**config.mk**
```make
export PLATFORM = sky130hd
export DESIGN_NAME = lsu_top
export DESIGN_NICKNAME = d
export VERILOG_FILES = /design/src/hw/lsu_pkg.sv /design/src/hw/lsu_req_fmt.sv /design/src/hw/lsu_ctrl_fsm.sv /design/src/hw/lsu_rdata_align.sv /design/src/hw/lsu_top.sv
export SDC_FILE = /design/constraint.sdc
export NUM_CORES = 1
export LEC_CHECK = 0
export BUFFER_PORTS_ARGS = -buffer_cell sky130_fd_sc_hd__buf_2
export CORE_MARGIN = 3
export CORE_UTILIZATION = 49
export CTS_BUF_LIST = sky130_fd_sc_hd__clkbuf_4 sky130_fd_sc_hd__clkbuf_8
export CTS_CLUSTER_SIZE = 30
export DETAILED_ROUTE_END_ITERATION = 10
export PLACE_DENSITY = 0.84
export SETUP_SLACK_MARGIN = 0.2
export SLEW_MARGIN = 20
export SYNTH_ARGS = -nofsm -noshare
export SYNTH_HDL_FRONTEND = slang
export SYNTH_SLANG_ARGS = --single-unit
```
**constraint.sdc**
```tcl
create_clock -name clk -period 2.7 [get_ports clk]
set_input_delay 0 -clock clk [delete_from_list [all_inputs] [get_ports clk]]
set_output_delay 0 -clock clk [all_outputs]
set_load 0.05 [all_outputs]
```
**src/hw/lsu_pkg.sv**
```systemverilog
// 32-bit little endian data port with four byte lanes, size code 2'b11 is decoded as a byte access
`default_nettype none

package lsu_pkg;

  ////////////////////////////// widths

  localparam int unsigned XLEN     = 32;              // data and address width
  localparam int unsigned BYTE_W   = 8;               // bits per byte lane
  localparam int unsigned NB_LANES = XLEN / BYTE_W;   // bytes per word
  localparam int unsigned OFFS_W   = $clog2(NB_LANES); // byte offset inside a word

  ////////////////////////////// encodings

  // access size as decoded in the execute stage
  typedef enum logic [1:0] {
    SIZE_WORD = 2'b00,
    SIZE_HALF = 2'b01,
    SIZE_BYTE = 2'b10
  } lsu_size_e;

  // fill applied to the upper bits of a narrow load
  typedef enum logic [1:0] {
    EXT_ZERO = 2'b00,
    EXT_SIGN = 2'b01,
    EXT_ONES = 2'b10
  } lsu_ext_e;

  // request FSM states
  typedef enum logic [1:0] {
    ST_IDLE              = 2'b00, // nothing outstanding
    ST_WAIT_RVALID       = 2'b01, // granted, ex stage moved on
    ST_WAIT_RVALID_STALL = 2'b10, // granted while ex stage stalled
    ST_IDLE_STALL        = 2'b11  // data back, ex stage still stalled
  } lsu_state_e;

  ////////////////////////////// bundles

  // request from the execute stage
  typedef struct packed {
    logic            we;       // store when set
    lsu_size_e       size;
    lsu_ext_e        ext;
    logic [XLEN-1:0] op_a;     // base
    logic [XLEN-1:0] op_b;     // offset, only with use_incr
    logic            use_incr; // address is op_a + op_b
    logic [XLEN-1:0] wdata;    // store data, unrotated
  } lsu_req_t;

  // payload toward the data memory
  typedef struct packed {
    logic [XLEN-1:0]     addr;
    logic                we;
    logic [NB_LANES-1:0] be;
    logic [XLEN-1:0]     wdata; // already in its byte lanes
  } mem_req_t;

  // what the load path needs once the grant is seen
  typedef struct packed {
    logic              we;
    lsu_size_e         size;
    lsu_ext_e          ext;
    logic [OFFS_W-1:0] offset;
  } rd_ctx_t;

endpackage

`default_nettype wire

```
**src/hw/lsu_req_fmt.sv**
```systemverilog
// purely combinational, misaligned requests are only flagged and their payload is not meaningful
`timescale 1ns/1ps
`default_nettype none

module lsu_req_fmt
  import lsu_pkg::*;
(
  input  lsu_req_t ex_req_i,     // request from ex stage
  output mem_req_t mem_req_o,    // payload toward memory
  output rd_ctx_t  ctx_o,        // load context, latched at grant downstream
  output logic     misaligned_o  // access crosses a word boundary
);

  logic [XLEN-1:0]     addr;      // effective address
  logic [OFFS_W-1:0]   offset;    // byte offset inside the word
  logic [NB_LANES-1:0] be;
  logic [XLEN-1:0]     wdata_rot; // store data moved to its lanes

  ////////////////////////////// address

  // base only, or base plus increment
  assign addr   = ex_req_i.use_incr ? (ex_req_i.op_a + ex_req_i.op_b) : ex_req_i.op_a;
  assign offset = addr[OFFS_W-1:0];

  ////////////////////////////// byte enables

  always_comb
  begin
    case (ex_req_i.size)
      SIZE_WORD:
      begin
        be = '1; // aligned words only, all lanes
      end
      SIZE_HALF:
      begin
        be = NB_LANES'(2'b11) << offset; // two adjacent lanes
      end
      default:
      begin
        be = NB_LANES'(1'b1) << offset;  // byte, one lane
      end
    endcase
  end

  ////////////////////////////// store data

  // rotate left by whole bytes so byte 0 of wdata lands in the addressed lane
  assign wdata_rot = (ex_req_i.wdata << (offset * BYTE_W))
                   | (ex_req_i.wdata >> ((NB_LANES - offset) * BYTE_W));

  ////////////////////////////// boundary check

  always_comb
  begin
    case (ex_req_i.size)
      SIZE_WORD:
      begin
        misaligned_o = (offset != '0); // any nonzero offset spills over
      end
      SIZE_HALF:
      begin
        misaligned_o = (offset == '1); // only the top lane spills
      end
      default:
      begin
        misaligned_o = 1'b0;           // a byte never crosses
      end
    endcase
  end

  ////////////////////////////// outputs

  assign mem_req_o.addr  = addr;
  assign mem_req_o.we    = ex_req_i.we;
  assign mem_req_o.be    = be;
  assign mem_req_o.wdata = wdata_rot;

  // everything the read path has to remember
  assign ctx_o.we     = ex_req_i.we;
  assign ctx_o.size   = ex_req_i.size;
  assign ctx_o.ext    = ex_req_i.ext;
  assign ctx_o.offset = offset;

endmodule

`default_nettype wire

```
**src/hw/lsu_ctrl_fsm.sv**
```systemverilog
// one access outstanding at a time, rvalid must come at least one cycle after its grant
`timescale 1ns/1ps
`default_nettype none

module lsu_ctrl_fsm
  import lsu_pkg::*;
(
  input  logic clk,
  input  logic rst_n,

  input  logic ex_req_valid_i,  // request strobe from ex stage
  input  logic misaligned_i,    // current request crosses a word

  input  logic mem_gnt_i,
  input  logic mem_rvalid_i,
  input  logic mem_err_i,

  input  logic ex_valid_i,      // ex stage is advancing this cycle

  output logic mem_req_valid_o,
  output logic ready_ex_o,      // request consumed or dropped
  output logic ready_wb_o,      // no load pending for wb
  output logic busy_o
);

  lsu_state_e state_q;
  lsu_state_e state_d;

  logic       req_ok;      // request that may actually go out
  logic       issue_ready; // ready_ex whenever the FSM is allowed to issue
  lsu_state_e gnt_state;   // where a grant sends us

  ////////////////////////////// issue helpers

  // misaligned requests never reach the bus
  assign req_ok = ex_req_valid_i & ~misaligned_i;

  // no request, a dropped one, a grant or a bus error all free the ex stage
  assign issue_ready = ~req_ok | mem_gnt_i | mem_err_i;

  // a stalled ex stage has to see the rvalid before we move on
  assign gnt_state = ex_valid_i ? ST_WAIT_RVALID : ST_WAIT_RVALID_STALL;

  ////////////////////////////// next state and outputs

  always_comb
  begin
    state_d         = state_q;
    mem_req_valid_o = 1'b0;
    ready_ex_o      = ~ex_req_valid_i; // a waiting request holds ex
    ready_wb_o      = 1'b1;

    case (state_q)
      ST_IDLE:
      begin
        mem_req_valid_o = req_ok;
        ready_ex_o      = issue_ready;
        if (req_ok && mem_gnt_i)
        begin
          state_d = gnt_state;
        end
      end

      ST_WAIT_RVALID:
      begin
        ready_wb_o = 1'b0; // load result still missing
        if (mem_rvalid_i)
        begin
          // data is back, so a new request may go out right now
          ready_wb_o      = 1'b1;
          mem_req_valid_o = req_ok;
          ready_ex_o      = issue_ready;
          if (req_ok && mem_gnt_i)
            state_d = gnt_state;
          else
            state_d = ST_IDLE; // nothing, dropped or bus error
        end
      end

      ST_WAIT_RVALID_STALL:
      begin
        // no new requests while ex is held
        if (mem_rvalid_i)
          state_d = ex_valid_i ? ST_IDLE : ST_IDLE_STALL;
        else if (ex_valid_i)
          state_d = ST_WAIT_RVALID;
      end

      ST_IDLE_STALL:
      begin
        if (ex_valid_i)
          state_d = ST_IDLE; // stall lifted
      end

      default:
      begin
        state_d = ST_IDLE;
      end
    endcase
  end

  always_ff @(posedge clk or negedge rst_n)
  begin
    if (!rst_n)
      state_q <= ST_IDLE;
    else
      state_q <= state_d;
  end

  // anything in flight or about to be
  assign busy_o = (state_q != ST_IDLE) | mem_req_valid_o;

endmodule

`default_nettype wire

```
**src/hw/lsu_rdata_align.sv**
```systemverilog
// context is taken on every grant, so grants must only come for issued requests
`timescale 1ns/1ps
`default_nettype none

module lsu_rdata_align
  import lsu_pkg::*;
(
  input  logic            clk,
  input  logic            rst_n,

  input  rd_ctx_t         ctx_i,        // context of the request on the bus
  input  logic            mem_gnt_i,
  input  logic            mem_rvalid_i,
  input  logic [XLEN-1:0] mem_rdata_i,

  output logic [XLEN-1:0] ex_rdata_o    // to register file write-back
);

  rd_ctx_t         ctx_q;       // context of the outstanding access
  logic [XLEN-1:0] rdata_sh;    // addressed lane moved down to bit 0
  logic            fill;        // bit for the upper part
  logic [XLEN-1:0] rdata_ext;   // aligned and extended result
  logic [XLEN-1:0] rdata_q;     // last load result
  logic            load_rvalid; // data of a load is on the bus

  ////////////////////////////// context capture

  always_ff @(posedge clk or negedge rst_n)
  begin
    if (!rst_n)
      ctx_q <= '0;
    else if (mem_gnt_i)
      ctx_q <= ctx_i; // request accepted, remember how to treat the data
  end

  ////////////////////////////// alignment

  // word loads are aligned here, so shifting by the offset covers every size
  assign rdata_sh = mem_rdata_i >> (ctx_q.offset * BYTE_W);

  always_comb
  begin
    case (ctx_q.ext)
      EXT_SIGN:
      begin
        if (ctx_q.size == SIZE_HALF)
          fill = rdata_sh[2*BYTE_W-1];
        else
          fill = rdata_sh[BYTE_W-1];
      end
      EXT_ONES:
      begin
        fill = 1'b1;
      end
      default:
      begin
        fill = 1'b0;  // zero extension
      end
    endcase
  end

  always_comb
  begin
    case (ctx_q.size)
      SIZE_WORD:
      begin
        rdata_ext = rdata_sh; // no fill for full words
      end
      SIZE_HALF:
      begin
        rdata_ext = {{(XLEN-2*BYTE_W){fill}}, rdata_sh[2*BYTE_W-1:0]};
      end
      default:
      begin
        rdata_ext = {{(XLEN-BYTE_W){fill}}, rdata_sh[BYTE_W-1:0]};
      end
    endcase
  end

  ////////////////////////////// result hold

  // stores get an rvalid too but leave the result alone
  assign load_rvalid = mem_rvalid_i & ~ctx_q.we;

  always_ff @(posedge clk or negedge rst_n)
  begin
    if (!rst_n)
      rdata_q <= '0;
    else if (load_rvalid)
      rdata_q <= rdata_ext;
  end

  // fresh data straight through, held copy otherwise
  assign ex_rdata_o = load_rvalid ? rdata_ext : rdata_q;

endmodule

`default_nettype wire

```
**src/hw/lsu_top.sv**
```systemverilog
// mem_req_o is valid only with mem_req_valid_o, and misaligned_o is meaningful only with a request
`timescale 1ns/1ps
`default_nettype none

module lsu_top
  import lsu_pkg::*;
(
  input  logic            clk,
  input  logic            rst_n,

  ////////////////////////////// execute stage

  input  lsu_req_t        ex_req_i,        // operands, size and store data
  input  logic            ex_req_valid_i,
  input  logic            ex_valid_i,      // low while ex is stalled
  output logic [XLEN-1:0] ex_rdata_o,      // load result
  output logic            ready_ex_o,
  output logic            ready_wb_o,
  output logic            misaligned_o,    // crossing access, dropped
  output logic            busy_o,

  ////////////////////////////// data memory

  output mem_req_t        mem_req_o,
  output logic            mem_req_valid_o,
  input  logic            mem_gnt_i,
  input  logic            mem_rvalid_i,
  input  logic            mem_err_i,
  input  logic [XLEN-1:0] mem_rdata_i
);

  rd_ctx_t fmt_ctx;        // load context of the current request
  logic    fmt_misaligned; // boundary flag from the formatter

  // address, lanes and boundary check
  lsu_req_fmt req_fmt_i (
    .ex_req_i     (ex_req_i),
    .mem_req_o    (mem_req_o),
    .ctx_o        (fmt_ctx),
    .misaligned_o (fmt_misaligned)
  );

  // request handshake and stall tracking
  lsu_ctrl_fsm ctrl_fsm_i (
    .clk             (clk),
    .rst_n           (rst_n),
    .ex_req_valid_i  (ex_req_valid_i),
    .misaligned_i    (fmt_misaligned),
    .mem_gnt_i       (mem_gnt_i),
    .mem_rvalid_i    (mem_rvalid_i),
    .mem_err_i       (mem_err_i),
    .ex_valid_i      (ex_valid_i),
    .mem_req_valid_o (mem_req_valid_o),
    .ready_ex_o      (ready_ex_o),
    .ready_wb_o      (ready_wb_o),
    .busy_o          (busy_o)
  );

  // load data path
  lsu_rdata_align rdata_align_i (
    .clk          (clk),
    .rst_n        (rst_n),
    .ctx_i        (fmt_ctx),
    .mem_gnt_i    (mem_gnt_i),
    .mem_rvalid_i (mem_rvalid_i),
    .mem_rdata_i  (mem_rdata_i),
    .ex_rdata_o   (ex_rdata_o)
  );

  assign misaligned_o = fmt_misaligned; // also seen by the FSM

endmodule

`default_nettype wire

```
==> results.md <==
- Die Y: approximately 110 µm
- Fin crit share: 0.923
- Slew Viols, Final: 0
- R2R cell count: 4
- Required time worst endpoint: ~2700 ps
- Area grow syn2layout: 46.6%
- Total Routed Length: 18500 µm
- Max VDD drop: between 0.5 and 0.6 mV
- FF-to-FF End: rdata_align_i.rdata_q[25]
- Status: completed
- Crit path DAT: 2490 ps
- Dpl ws: -63.3 ps
- Synthesized area: between 5000 and 6000 µm²
- Reg2Reg Setup Slack: 610 ps
- Share of post-route cells with drive strength above 1: 0.453
- Cell Area, Placed: about 6900 µm²
- Commonest non-fill, non-tap cell in the layout: buf_2
- Max-capacitance violation count: 0
- Most frequent cells in the layout: 210 x buf_2, 79 x nand2_1, 60 x a21oi_1, 57 x nor2_1, 41 x buf_4
- CTS clk-pin slew, worst paths: 80 ps
- Post-synth EDFFs: 0
- Pleak: between 3 and 4 nW
- First-pass GRT wire length: 27900 µm
- TritonCTS clock tree: done
- Multi-input gate area: roughly 4400 µm²
- Max Clk Rate: 401 MHz
- Drt wl/cell: 17.7 µm
- Total GRT Usage: 0.289
- RSZ-0062 raised after global routing: true
- Setup Viol. Count Final: 0
- Sequential-to-total area share from yosys stat: 0.200
- Syn Area/Cell: about 7.8 µm²
- Syn nets: 837
- Initial Utilization: 0.515
- CTS Buf Count: 5
- Synth Register Bits: 41
- Worst hold path type: in2reg
- Async SR Flop Fraction: 1.00
- HP Start: mem_rdata_i[31]
- Antenna fix cells: 0
- Boundary Pins: 247
- DIE AREA: 11700 µm²
- Synth cell types: 67
- Clock Skews: roughly 8.9 ps
- Worst setup EP type: primary output
- Site Rows: 36
- Largest net degree at the start of global routing: 42
- Core area: 9950 µm²
- Root buf cell: clkbuf_8
- CP Max Fanout: 14
- Post-Syn Instances: 661
- Fin util: 0.756
- # H-tree levels: 2
- Worst slew margin: 0.400
- Crit start category: register
- Final #Nets: ~1100
- Power density over cell area: 618 nW/µm²
- FF-to-FF Start: rdata_align_i.ctx_q[5]
- Die span in x: 108 µm
- CP Class: reg2out
- Vias: about 6300
- Drt first pass iters: 7
- Ys Warns: 0
- Tot Pwr: 0.00465 W
- I/O Buffers: 246
- Fin area: about 7500 µm²
- Final min period: 2490 ps
- Vias in the first global route: about 6000
- Sink Count: 41
- Measured slew at the worst slew-check pin: 900 ps
- Hold endpoint: rdata_align_i.rdata_q[31]
- Hold Path Cell Cnt: 3
- Clock tree buffer depth: 2
- Final ANT Viol Nets: 0
- Drt via density: between 6 and 7
- Worst-Skew Late Latency: 300 ps
- Fill count: approximately 760
- Hpwl dp: 13700 µm
- Final setup margin: 208 ps
- Register Area: 1030 µm²
- GR Overflow Total: 0
- Primary FF master, synth: dfrtp_1
- 1st-iter DRT viols: 503
- DRC viols: 0
- Endpoints failing hold: 0
- RD Place Congestion: 0.915
- Initial antenna violation count: 0
[synth_stat cells (3+ instances only)]
library cell	count	area share
o31ai_1	4	0.0059
o211ai_1	10	0.015
buf_1	10	0.0073
o22ai_1	6	0.0073
xor2_1	9	0.015
nand2_1	80	0.059
o21ai_0	39	0.038
dfrtp_1	41	0.20
mux2_2	33	0.072
and2_1	4	0.0049
and3_1	4	0.0049
a221o_1	11	0.021
nor2_1	64	0.047
nand3_1	15	0.015
nand4_1	4	0.0049
o2111ai_1	3	0.0051
nor2b_1	8	0.0098
o22a_1	8	0.014
a31oi_1	9	0.011
o21a_1	3	0.0044
nor3_1	3	0.0029
a21oi_1	73	0.071
a21o_1	11	0.016
mux2i_1	33	0.064
clkbuf_1	29	0.021
buf_2	3	0.0029
ha_1	34	0.083
a22oi_1	17	0.025
o221ai_1	8	0.014
xnor2_1	15	0.026
inv_1	13	0.0095
nand2b_1	8	0.0098
or3_1	3	0.0037
a22o_1	7	0.012
[area by class of cell]
cell class	instances	area share
multi-input combinational	563	0.585
timing repair buffer	288	0.231
sequential	41	0.137
tap	133	0.0221
clock buffer	5	0.00915
clock inverter	3	0.00915
inverter	14	0.00699
[state kept, by name, summed over array words and instances, names as in the netlist]
register               count
rdata_align_i.rdata_q     32
rdata_align_i.ctx_q        7
ctrl_fsm_i.state_q         2
[layer usage]
layer  part of all wire  track usage  up-vias
met5                  0            0        -
met3              0.082       0.0466       60
met1               0.39        0.358     2947
li1                   -            -     2966
met4              0.036        0.123        0
met2               0.49        0.499      363
[critical path, stage by stage (launching register included)]
cell	delay (ps)
dfrtp_1	570
or3_1	590
nor2_2	370
nand2_1	220
a21oi_4	240
buf_6	180
[report_power, final]
| part | switching [W] | total (W) | internal, W | leakage (nW) |
|---|---|---|---|---|
| clock | 0.000232 | 0.000604 | 0.000372 | 0.0687 |
| sequential | 0.0000541 | 0.000789 | 0.000735 | 0.495 |
| combinational | 0.00221 | 0.00326 | 0.00105 | 2.99 |
[logic make-up after synthesis]
| logic type | synth area share |
|---|---|
| AOI/OAI and AO/OA | 0.315 |
| xor gates and xnor gates | 0.0410 |
| adders and majority gates | 0.0868 |
| buffers and inverters | 0.0432 |
| DFF | 0.200 |
| muxes | 0.140 |
| and+or+nand+nor | 0.174 |
[worst max-delay path by stage]
| stage | start | to | slack, ps | cells after the start |
|---|---|---|---|---|
| floorplan | rdata_align_i.ctx_q[0] | rdata_align_i.rdata_q[24] | 20 | 10 |
| global placement | ex_req_i[33] | mem_req_o[26] | -50 | 11 |
| detailed placement | ex_req_i[65] | mem_req_o[26] | -60 | 11 |
| CTS | ex_req_i[65] | mem_req_o[2] | 190 | 12 |
| global route | rdata_align_i.ctx_q[5] | ex_rdata_o[25] | 90 | 5 |
| finish | rdata_align_i.ctx_q[5] | ex_rdata_o[25] | 210 | 5 |
[per-stage QoR]
step | hold slack, ps | instances | setup TNS, ps
floorplan | -296 | 661 | 0
global placement | 169 | 1017 | -57.2
detailed placement | 171 | 1017 | -221
CTS | 2.14 | 1043 | 0
global route | -1.73 | 1047 | 0
finish | 2.77 | 1047 | 0
[what timing repair did]
action | in CTS | in global routing
setup endpoints to repair | 35 | 59
gates resized for setup | 24 | 83
hold endpoints to repair | 50 | 0
cloned | 0 | 1
hold buffers | 10 | 0
pin swaps | 2 | 11
buffers inserted | 8 | 3
Note: power is estimated with default switching activity, not from simulation.
